`config.mk`:
```
export PLATFORM = sky130hd
export DESIGN_NAME = instructionDecode
export DESIGN_NICKNAME = d
export VERILOG_FILES = /design/src/common/datapathPkg.sv /design/src/common/isaPkg.sv /design/src/rtl/instructionDecode.sv /design/src/decode/idExRegister.sv /design/src/decode/immExtend.sv /design/src/decode/registerFile.sv /design/src/decode/controller.sv
export SDC_FILE = /design/constraint.sdc
export NUM_CORES = 2
export LEC_CHECK = 0
export ABC_AREA = 0
export BUFFER_PORTS_ARGS = -buffer_cell sky130_fd_sc_hd__buf_2
export CORE_ASPECT_RATIO = 0.6
export CORE_UTILIZATION = 50
export DETAILED_ROUTE_END_ITERATION = 6
export PLACE_DENSITY = 0.69
export RECOVER_POWER = 50
export SLEW_MARGIN = 10
export SYNTH_ARGS = -nofsm -noshare
export SYNTH_HDL_FRONTEND = slang
export SYNTH_SLANG_ARGS = --single-unit
export TNS_END_PERCENT = 50
```
`constraint.sdc`:
```
create_clock -name Clock -period 4.4 [get_ports Clock]
set_clock_uncertainty 0.05 [all_clocks]
set_input_delay 0.66 -clock Clock [delete_from_list [all_inputs] [get_ports Clock]]
set_output_delay 0.66 -clock Clock [all_outputs]
set_load 0.005 [all_outputs]
```
`src/common/datapathPkg.sv`:
```
package datapathPkg;

  typedef logic [31:0] wordT;
  typedef logic [4:0]  regAddrT;
  typedef logic [1:0]  memWidthT;
  typedef logic [3:0]  branchSelT; // One-hot, zero is no branch
  typedef logic [1:0]  aluSrc1T;

  localparam memWidthT memNone = 2'd0;
  localparam memWidthT memByte = 2'd1;
  localparam memWidthT memHalf = 2'd2;
  localparam memWidthT memWord = 2'd3;

  localparam branchSelT brNone = 4'b0000;
  localparam branchSelT brEq   = 4'b0001;
  localparam branchSelT brNe   = 4'b0010;
  localparam branchSelT brGez  = 4'b0100;
  localparam branchSelT brLtz  = 4'b1000;

  localparam aluSrc1T srcReg  = 2'd0; // rt data
  localparam aluSrc1T srcImm  = 2'd1; // Extended immediate
  localparam aluSrc1T srcLink = 2'd2; // Return address for jal

endpackage

```
`src/common/isaPkg.sv`:
```
package isaPkg;

  typedef logic [5:0] opcodeT; // Primary opcode, instruction[31:26]
  typedef logic [5:0] functT;  // R-type funct, instruction[5:0]

  // ALU operation handed to execute
  typedef enum logic [3:0] {
    aluAdd = 4'd0,
    aluSub = 4'd1,
    aluAnd = 4'd2,
    aluOr  = 4'd3,
    aluSlt = 4'd4,
    aluSll = 4'd5,
    aluLui = 4'd6  // Pass operand 1 through
  } aluCtrlE;

  typedef enum logic [1:0] {
    immSign  = 2'd0,
    immZero  = 2'd1,
    immUpper = 2'd2
  } immKindE;

  //////////////////////////////////////////////////////////////////////
  // Opcode encodings
  localparam opcodeT opRType  = 6'h00;
  localparam opcodeT opRegImm = 6'h01; // bltz / bgez, picked by rt
  localparam opcodeT opJ      = 6'h02;
  localparam opcodeT opJal    = 6'h03;
  localparam opcodeT opBeq    = 6'h04;
  localparam opcodeT opBne    = 6'h05;
  localparam opcodeT opAddi   = 6'h08;
  localparam opcodeT opAndi   = 6'h0c;
  localparam opcodeT opOri    = 6'h0d;
  localparam opcodeT opLui    = 6'h0f;
  localparam opcodeT opLb     = 6'h20;
  localparam opcodeT opLh     = 6'h21;
  localparam opcodeT opLw     = 6'h23;
  localparam opcodeT opSb     = 6'h28;
  localparam opcodeT opSh     = 6'h29;
  localparam opcodeT opSw     = 6'h2b;

  // Funct encodings
  localparam functT functSll = 6'h00;
  localparam functT functJr  = 6'h08;
  localparam functT functAdd = 6'h20;
  localparam functT functSub = 6'h22;
  localparam functT functAnd = 6'h24;
  localparam functT functOr  = 6'h25;
  localparam functT functSlt = 6'h2a;

  localparam logic [4:0] rtBltz = 5'd0; // REGIMM rt field
  localparam logic [4:0] rtBgez = 5'd1;

endpackage
```
`src/rtl/instructionDecode.sv`:
```
`timescale 1ns/1ps

module instructionDecode import isaPkg::*, datapathPkg::*; #(
  parameter bit writeThrough = 1'b1
) (
  input  logic      Clock,
  input  logic      rstN,
  input  wordT      instruction,
  input  regAddrT   wbAddr,      // From writeback
  input  wordT      wbData,
  input  logic      wbEnable,
  input  logic      stall,       // Hold ID/EX
  input  logic      flush,       // Load a bubble
  output logic      exPcSel,
  output logic      exRegDst,
  output logic      exAluSrc0,
  output aluSrc1T   exAluSrc1,
  output aluCtrlE   exAluCtrl,
  output logic      exMemRead,
  output logic      exMemWrite,
  output memWidthT  exMemWidth,
  output logic      exMemToReg,
  output logic      exRegWrite,
  output branchSelT exBranchSel,
  output wordT      exRsData,
  output wordT      exRtData,
  output wordT      exImm,
  output regAddrT   exRt,
  output regAddrT   exRd
);

  regAddrT   rsAddr, rtAddr;
  logic      pcSel, regDst, aluSrc0, memRead, memWrite, memToReg, regWrite;
  aluSrc1T   aluSrc1;
  aluCtrlE   aluCtrl;
  memWidthT  memWidth;
  branchSelT branchSel;
  immKindE   immKind;
  wordT      rsData, rtData, immOut;

  //////////////////////////////////////////////////////////////////////
  // Decode
  controller u_controller (
    .instruction(instruction), .rsAddr(rsAddr), .rtAddr(rtAddr),
    .pcSel(pcSel), .regDst(regDst), .aluSrc0(aluSrc0), .aluSrc1(aluSrc1),
    .aluCtrl(aluCtrl), .memRead(memRead), .memWrite(memWrite), .memWidth(memWidth),
    .memToReg(memToReg), .regWrite(regWrite), .branchSel(branchSel), .immKind(immKind)
  );

  registerFile #(.writeThrough(writeThrough)) u_registerFile (
    .Clock(Clock), .rstN(rstN), .rsAddr(rsAddr), .rtAddr(rtAddr),
    .wbAddr(wbAddr), .wbData(wbData), .wbEnable(wbEnable),
    .rsData(rsData), .rtData(rtData)
  );

  immExtend u_immExtend (
    .imm(instruction[15:0]), .immKind(immKind), .immOut(immOut)
  );

  // Pipeline register, rt and rd fields straight from the instruction
  idExRegister u_idExRegister (
    .Clock(Clock), .rstN(rstN), .stall(stall), .flush(flush),
    .pcSel(pcSel), .regDst(regDst), .aluSrc0(aluSrc0), .aluSrc1(aluSrc1),
    .aluCtrl(aluCtrl), .memRead(memRead), .memWrite(memWrite), .memWidth(memWidth),
    .memToReg(memToReg), .regWrite(regWrite), .branchSel(branchSel),
    .rsData(rsData), .rtData(rtData), .immOut(immOut),
    .rt(instruction[20:16]), .rd(instruction[15:11]),
    .exPcSel(exPcSel), .exRegDst(exRegDst), .exAluSrc0(exAluSrc0),
    .exAluSrc1(exAluSrc1), .exAluCtrl(exAluCtrl), .exMemRead(exMemRead),
    .exMemWrite(exMemWrite), .exMemWidth(exMemWidth), .exMemToReg(exMemToReg),
    .exRegWrite(exRegWrite), .exBranchSel(exBranchSel), .exRsData(exRsData),
    .exRtData(exRtData), .exImm(exImm), .exRt(exRt), .exRd(exRd)
  );

endmodule

```
`src/decode/idExRegister.sv`:
```
`timescale 1ns/1ps

module idExRegister import isaPkg::*, datapathPkg::*; (
  input  logic      Clock,
  input  logic      rstN,
  input  logic      stall,
  input  logic      flush,
  input  logic      pcSel,
  input  logic      regDst,
  input  logic      aluSrc0,
  input  aluSrc1T   aluSrc1,
  input  aluCtrlE   aluCtrl,
  input  logic      memRead,
  input  logic      memWrite,
  input  memWidthT  memWidth,
  input  logic      memToReg,
  input  logic      regWrite,
  input  branchSelT branchSel,
  input  wordT      rsData,
  input  wordT      rtData,
  input  wordT      immOut,
  input  regAddrT   rt,
  input  regAddrT   rd,
  output logic      exPcSel,
  output logic      exRegDst,
  output logic      exAluSrc0,
  output aluSrc1T   exAluSrc1,
  output aluCtrlE   exAluCtrl,
  output logic      exMemRead,
  output logic      exMemWrite,
  output memWidthT  exMemWidth,
  output logic      exMemToReg,
  output logic      exRegWrite,
  output branchSelT exBranchSel,
  output wordT      exRsData,
  output wordT      exRtData,
  output wordT      exImm,
  output regAddrT   exRt,
  output regAddrT   exRd
);

  //////////////////////////////////////////////////////////////////////
  // Reset, then flush, then stall
  always_ff @(posedge Clock) begin
    if (!rstN || flush) begin  // Bubble, controls and data all zero
      exPcSel     <= 1'b0;
      exRegDst    <= 1'b0;
      exAluSrc0   <= 1'b0;
      exAluSrc1   <= srcReg;
      exAluCtrl   <= aluAdd;
      exMemRead   <= 1'b0;
      exMemWrite  <= 1'b0;
      exMemWidth  <= memNone;
      exMemToReg  <= 1'b0;
      exRegWrite  <= 1'b0;
      exBranchSel <= brNone;
      exRsData    <= '0;
      exRtData    <= '0;
      exImm       <= '0;
      exRt        <= '0;
      exRd        <= '0;
    end else if (!stall) begin // Stall holds everything
      exPcSel     <= pcSel;
      exRegDst    <= regDst;
      exAluSrc0   <= aluSrc0;
      exAluSrc1   <= aluSrc1;
      exAluCtrl   <= aluCtrl;
      exMemRead   <= memRead;
      exMemWrite  <= memWrite;
      exMemWidth  <= memWidth;
      exMemToReg  <= memToReg;
      exRegWrite  <= regWrite;
      exBranchSel <= branchSel;
      exRsData    <= rsData;
      exRtData    <= rtData;
      exImm       <= immOut;
      exRt        <= rt;
      exRd        <= rd;
    end
  end

endmodule

```
`src/decode/immExtend.sv`:
```
`timescale 1ns/1ps

module immExtend import isaPkg::*, datapathPkg::*; (
  input  logic [15:0] imm,
  input  immKindE     immKind,
  output wordT        immOut
);

  always_comb begin
    case (immKind)
      immZero:  immOut = {16'h0000, imm};   // andi, ori
      immUpper: immOut = {imm, 16'h0000};   // lui
      default:  immOut = {{16{imm[15]}}, imm};
    endcase
  end

endmodule

```
`src/decode/registerFile.sv`:
```
`timescale 1ns/1ps

module registerFile import datapathPkg::*; #(
  parameter bit writeThrough = 1'b1  // Same-cycle bypass of the writeback port
) (
  input  logic    Clock,
  input  logic    rstN,
  input  regAddrT rsAddr,
  input  regAddrT rtAddr,
  input  regAddrT wbAddr,
  input  wordT    wbData,
  input  logic    wbEnable,
  output wordT    rsData,
  output wordT    rtData
);

  wordT regs [32];

  // Write port, r0 never written
  always_ff @(posedge Clock) begin
    if (!rstN) begin
      for (int i = 0; i < 32; i++) begin
        regs[i] <= '0;
      end
    end else if (wbEnable && (wbAddr != '0)) begin
      regs[wbAddr] <= wbData;
    end
  end

  function automatic wordT readReg(input regAddrT addr);
    wordT value;
    if (addr == '0) begin
      value = '0;                       // Hardwired zero
    end else if (writeThrough && wbEnable && (wbAddr == addr)) begin
      value = wbData;                   // Bypass
    end else begin
      value = regs[addr];
    end
    return value;
  endfunction

  always_comb rsData = readReg(rsAddr);
  always_comb rtData = readReg(rtAddr);

endmodule

```
`src/decode/controller.sv`:
```
`timescale 1ns/1ps

module controller import isaPkg::*, datapathPkg::*; (
  input  wordT      instruction,
  output regAddrT   rsAddr,
  output regAddrT   rtAddr,
  output logic      pcSel,     // Jump, target from j field or rs
  output logic      regDst,    // 1 picks rd, r31 when aluSrc1 is link
  output logic      aluSrc0,   // 1 picks shamt
  output aluSrc1T   aluSrc1,
  output aluCtrlE   aluCtrl,
  output logic      memRead,
  output logic      memWrite,
  output memWidthT  memWidth,
  output logic      memToReg,
  output logic      regWrite,
  output branchSelT branchSel,
  output immKindE   immKind
);

  opcodeT     opcode;
  functT      funct;
  logic [4:0] rtField;
  logic       isJr;

  assign opcode  = instruction[31:26];
  assign funct   = instruction[5:0];
  assign rtField = instruction[20:16];
  assign isJr    = (opcode == opRType) && (funct == functJr);

  // Source addresses, rt unused by jr
  assign rsAddr = instruction[25:21];
  assign rtAddr = isJr ? '0 : rtField;

  //////////////////////////////////////////////////////////////////////
  // Control decode
  always_comb begin
    pcSel     = 1'b0; // Everything inactive unless decoded
    regDst    = 1'b0;
    aluSrc0   = 1'b0;
    aluSrc1   = srcReg;
    aluCtrl   = aluAdd;
    memRead   = 1'b0;
    memWrite  = 1'b0;
    memWidth  = memNone;
    memToReg  = 1'b0;
    regWrite  = 1'b0;
    branchSel = brNone;
    immKind   = immSign;
    case (opcode)
      opRType: begin
        regDst   = 1'b1;
        regWrite = 1'b1;
        case (funct)
          functAdd: aluCtrl = aluAdd;
          functSub: aluCtrl = aluSub;
          functAnd: aluCtrl = aluAnd;
          functOr:  aluCtrl = aluOr;
          functSlt: aluCtrl = aluSlt;
          functSll: begin
            aluCtrl = aluSll;
            aluSrc0 = 1'b1;   // Shift amount from shamt
          end
          functJr: begin
            pcSel    = 1'b1;  // Target in rs
            regDst   = 1'b0;
            regWrite = 1'b0;
          end
          default: begin      // Unknown funct
            regDst   = 1'b0;
            regWrite = 1'b0;
          end
        endcase
      end
      opRegImm: begin
        aluCtrl = aluSub;
        case (rtField)
          rtBltz:  branchSel = brLtz;
          rtBgez:  branchSel = brGez;
          default: branchSel = brNone;
        endcase
      end
      opJ: pcSel = 1'b1;
      opJal: begin
        pcSel    = 1'b1;
        regDst   = 1'b1;      // With link source means r31
        aluSrc1  = srcLink;
        regWrite = 1'b1;
      end
      opBeq: begin
        aluCtrl   = aluSub;
        branchSel = brEq;
      end
      opBne: begin
        aluCtrl   = aluSub;
        branchSel = brNe;
      end
      opAddi, opAndi, opOri, opLui: begin
        aluSrc1  = srcImm;
        regWrite = 1'b1;
        case (opcode)
          opAndi: begin
            aluCtrl = aluAnd;
            immKind = immZero;
          end
          opOri: begin
            aluCtrl = aluOr;
            immKind = immZero;
          end
          opLui: begin
            aluCtrl = aluLui;
            immKind = immUpper;
          end
          default: aluCtrl = aluAdd; // addi
        endcase
      end
      opLb, opLh, opLw: begin
        aluSrc1  = srcImm;    // Base plus offset
        memRead  = 1'b1;
        memToReg = 1'b1;
        regWrite = 1'b1;
        memWidth = (opcode == opLw) ? memWord : (opcode == opLh) ? memHalf : memByte;
      end
      opSb, opSh, opSw: begin
        aluSrc1  = srcImm;
        memWrite = 1'b1;
        memWidth = (opcode == opSw) ? memWord : (opcode == opSh) ? memHalf : memByte;
      end
      default: ;              // Unknown opcode, defaults stand
    endcase
  end

endmodule

```
==> impl_results.md <==
- Average wire per cell in the routed design: 36.21 um
- Min Tclk post-route: 4085 ps
- Post-synth ARST share: 0%
- Number of buffers on the longest clock path: 3
- Cells on worst reg2reg path: 6
- Inserted Clock Buffers: 107
- Sequential cell fraction of total power: 49.3%
- Synthesis-to-layout area growth: 11.51%
- Worst min-delay path endpoint: u_idExRegister.exMemWidth[0]
- CP startpoint kind: primary input
- Count of input and output buffers: 197
- Width of the chip: 453.1 um
- Share of the core filled with cells in the final layout: 56.71%
- Fraction of post-synthesis cell area in the top cell type by area: 50.37%
- Post_cts resized: 0
- TritonRoute pass-1 iters: 6
- Largest net degree at the start of global routing: 102
- Number of storage elements in the synthesis netlist: 1147
- Worst flop-to-flop path endpoint: u_idExRegister.exRsData[6]
- Gate count of the mapped netlist: 5085
- H-Tree Level Count: 3
- Post-Synth Adder-Cell Area: 0.04099%
- Unrepaired setup endpoints after global routing: false
- Count of routing violations after the opening detailed-route iteration: 10240
- Vias post-DR: 48900
- Remaining global-route overflow: 0
- Status: finished with violations
- Type of element capturing the critical path: flip-flop
- Sw Pwr: 6915 uW
- DP Wirelength: 150800 um
- Layout cell share with drive strength beyond 1: 14.82%
- Compound-Gate Fraction of Synth Area: 13.61%
- Initial antenna violation count: 25
- Detailed-route DRC error count: 0
- Root buffer cell: sky130_fd_sc_hd__clkbuf_16
- Max capacitance violation total: 36
- Die Span Y: 272.7 um
- Worst Min Path Start: instruction[27]
- Leakage power: 0.02415 uW
- Syn_area_per_cell: 12.01 sq um
- Via count of the first global-routing pass: 44800
- CTS tree: yes
- Slew at the pin closest to its max-slew limit: 4664 ps
- Mapped cell area: 61050 sq um
- Most used DFF post-synth: sky130_fd_sc_hd__edfxtp_1
- Post-cts hold buffer count: 0
- Critical path fanouts, max: 32
- Synth top area cells: sky130_fd_sc_hd__edfxtp_1, sky130_fd_sc_hd__and2_1, sky130_fd_sc_hd__mux2i_1
- Clk_lat worst skew: 750 ps
- Sequential cell area fraction in the yosys report: 54.40%
- Library cell occupying the most area in the post-synthesis netlist: sky130_fd_sc_hd__edfxtp_1
- Hold Crit Depth: 3
- Worst slew slack as a fraction of its limit: -210.9%
- Relative contribution of combinational cells to total power: 12.3%
- # rows: 98
- Post-CTS Repair Setup Buffers: 0
- Number of warnings reported in the yosys synthesis log: 0
- Total of fill cells in the finished design: 9718
- Area enclosed by the die boundary: 123500 sq um
- Maximum ir drop on the vdd rail: 0.3120 mV
- Beginning of the worst register-to-register path: u_registerFile.regs[27][6]
- Number of hold violations in the final report: 0
- Power density of the placed cells: 382.2 nW/um^2
- Largest family of logic cells by synthesized area: multiplexers
- Worst-path clk slew: 70 ps
- Detail Route Antenna Nets: 0
- Pint: 19100 uW
- Required time of the critical path: 4550 ps
- Number of vias per cell: 7.165
- Total core area: 120000 sq um
- Multiplexer fraction of the synthesized cell area: 14.13%
- Synth cell types: 72
- IO Count: 199
- Switching power as a share of total power: 26.58%
- Worst hold-check path type: in -> reg
- Reg2Reg Setup Slack: 2160 ps
- CP arrival: 4230 ps
- Number of failing setup endpoints in the final timing report: 0
- Achievable Freq: 244.8 MHz
- Number of sinks on the clock net: 1147
- Final weighted congestion of routability-driven global placement: 0.9573
- Worst Setup Path Type: in -> reg
- Total negative slack for setup checks: 0 ps
- Xor and xnor fraction of the mapped netlist area: 0.1291%
- Total track usage: 39.04%
- Global-route wire length before repair: 341200 um
- Initial Util: 50.85%
- Failing checks: max-capacitance violations, max-slew violations
- Origin of the worst setup path: rstN
- Detailed-route wire length: 247100 um
- Count of nets after finishing: 5180
- Part of the total power dissipated in the clock network: 38.3%
- Number of slew-limit violations in the final report: 595
- Fraction of the mapped netlist area in simple logic gates: 13.82%
- Ratio of final minimum period to clock period: 92.84%
- Number of enable flip-flop cells after synthesis: 1024
[final cells by class]
class | instances | area (sq um) | area share [%]
multi-input combinational | 3386 | 25940 | 38.11
antenna | 29 | 72.57 | 0.1066
timing repair buffer | 422 | 3024 | 4.442
sequential | 1147 | 33210 | 48.79
clock buffer | 148 | 3078 | 4.521
clock inverter | 53 | 590.6 | 0.8675
tap | 1600 | 2002 | 2.941
inverter | 40 | 153.9 | 0.2261
[cells by family after synthesis]
family | count (synthesis)
AND/OR/NAND/NOR | 1464
multiplexers | 675
adder cells (fa/ha/maj) | 2
XOR/XNOR | 9
flip-flops | 1147
AO/OA/AOI/OAI | 1203
other | 1
buffers and inverters | 584
[power groups by stage]
| stage | sequential (uW) | clock [uW] | combinational, uW |
|---|---|---|---|
| 2_1_floorplan | 12900 | 0 | 1810 |
| 3_3_place_gp | 13000 | 0 | 3040 |
| 3_5_place_dp | 13000 | 0 | 3080 |
| 4_1_cts | 12800 | 9940 | 3090 |
| 5_1_grt | 12900 | 10300 | 3260 |
| 6_report | 12800 | 9970 | 3210 |
[critical path, stage by stage]
cell and delay (ps):
sky130_fd_sc_hd__buf_4 180, sky130_fd_sc_hd__inv_1 90, sky130_fd_sc_hd__clkbuf_1 3280
[cells in the final DEF (no fill, tap or decap), drive strengths merged, types with 125 or more instances in the layout]
cell type	n
edfxtp	1024
and2	993
mux2i	414
o21ai	294
clkbuf	288
buf	282
nor2	280
a22oi	155
a221oi	154
a21oi	140
mux4	137
o22ai	125
[worst max path at each step]
stage | end | slack, ps | cells after the start
final | u_registerFile.regs[0][11] | 320 | 3
after global routing | u_registerFile.regs[23][25] | 630 | 5
after floorplan | u_registerFile.regs[30][0] | 20 | 5
after global placement | u_idExRegister.exRtData[16] | 650 | 9
after detailed placement | u_idExRegister.exRtData[15] | 630 | 9
after CTS | u_idExRegister.exRtData[15] | 1370 | 9
[per-layer routing]
layer / part of all wire [%] / vias up / track usage (%)
met5: 0.054 / - / 0.3811
met4: 5.0 / 10 / 17.78
met3: 18 / 772 / 16.95
met2: 39 / 4855 / 51.06
met1: 38 / 24000 / 55.14
li1: - / 19260 / -
[cell usage after synthesis, types with 31 or more instances]
master                     count
sky130_fd_sc_hd__dfxtp_1     123
sky130_fd_sc_hd__nor2_1      280
sky130_fd_sc_hd__a22oi_1     155
sky130_fd_sc_hd__a21o_1       31
sky130_fd_sc_hd__edfxtp_1   1024
sky130_fd_sc_hd__inv_1        36
sky130_fd_sc_hd__a211oi_1     33
sky130_fd_sc_hd__a211o_1      32
sky130_fd_sc_hd__buf_2       101
sky130_fd_sc_hd__mux4_2      137
sky130_fd_sc_hd__clkbuf_1    416
sky130_fd_sc_hd__mux2_2      124
sky130_fd_sc_hd__and2_1      993
sky130_fd_sc_hd__a221oi_1    154
sky130_fd_sc_hd__nand2b_1     45
sky130_fd_sc_hd__o21ai_0     234
sky130_fd_sc_hd__o211ai_1     66
sky130_fd_sc_hd__o31ai_1      33
sky130_fd_sc_hd__o22ai_1     125
sky130_fd_sc_hd__o21ai_1      60
sky130_fd_sc_hd__a21oi_1     140
sky130_fd_sc_hd__nor4_1       39
sky130_fd_sc_hd__mux2i_1     414
[through the flow]
step	hold WS [ps]	setup slack (ps)	instance area, sq um	power (uW)	instances
detailed placement	414.7	634.7	64980	16100	6594
finish	233.0	315.0	68070	26020	6825
CTS	194.7	1365	68650	25820	6795
floorplan	407.5	19.72	61170	14710	5117
global placement	408.1	650.9	64980	16040	6594
global route	248.7	631.9	68050	26450	6814
[flip-flops by register name, summed over array words and instances, names as in the netlist]
signal	cells
u_idExRegister.exAluCtrl	3
u_idExRegister.exMemWidth	2
u_idExRegister.exRegDst	1
u_idExRegister.exPcSel	1
u_idExRegister.exImm	32
u_idExRegister.exBranchSel	4
u_idExRegister.exAluSrc0	1
u_registerFile.regs	1024
u_idExRegister.exRegWrite	1
u_idExRegister.exAluSrc1	2
u_idExRegister.exMemRead	1
u_idExRegister.exRt	5
u_idExRegister.exRtData	32
u_idExRegister.exMemWrite	1
u_idExRegister.exRd	5
u_idExRegister.exRsData	32
(Power assumes the default switching activity.)
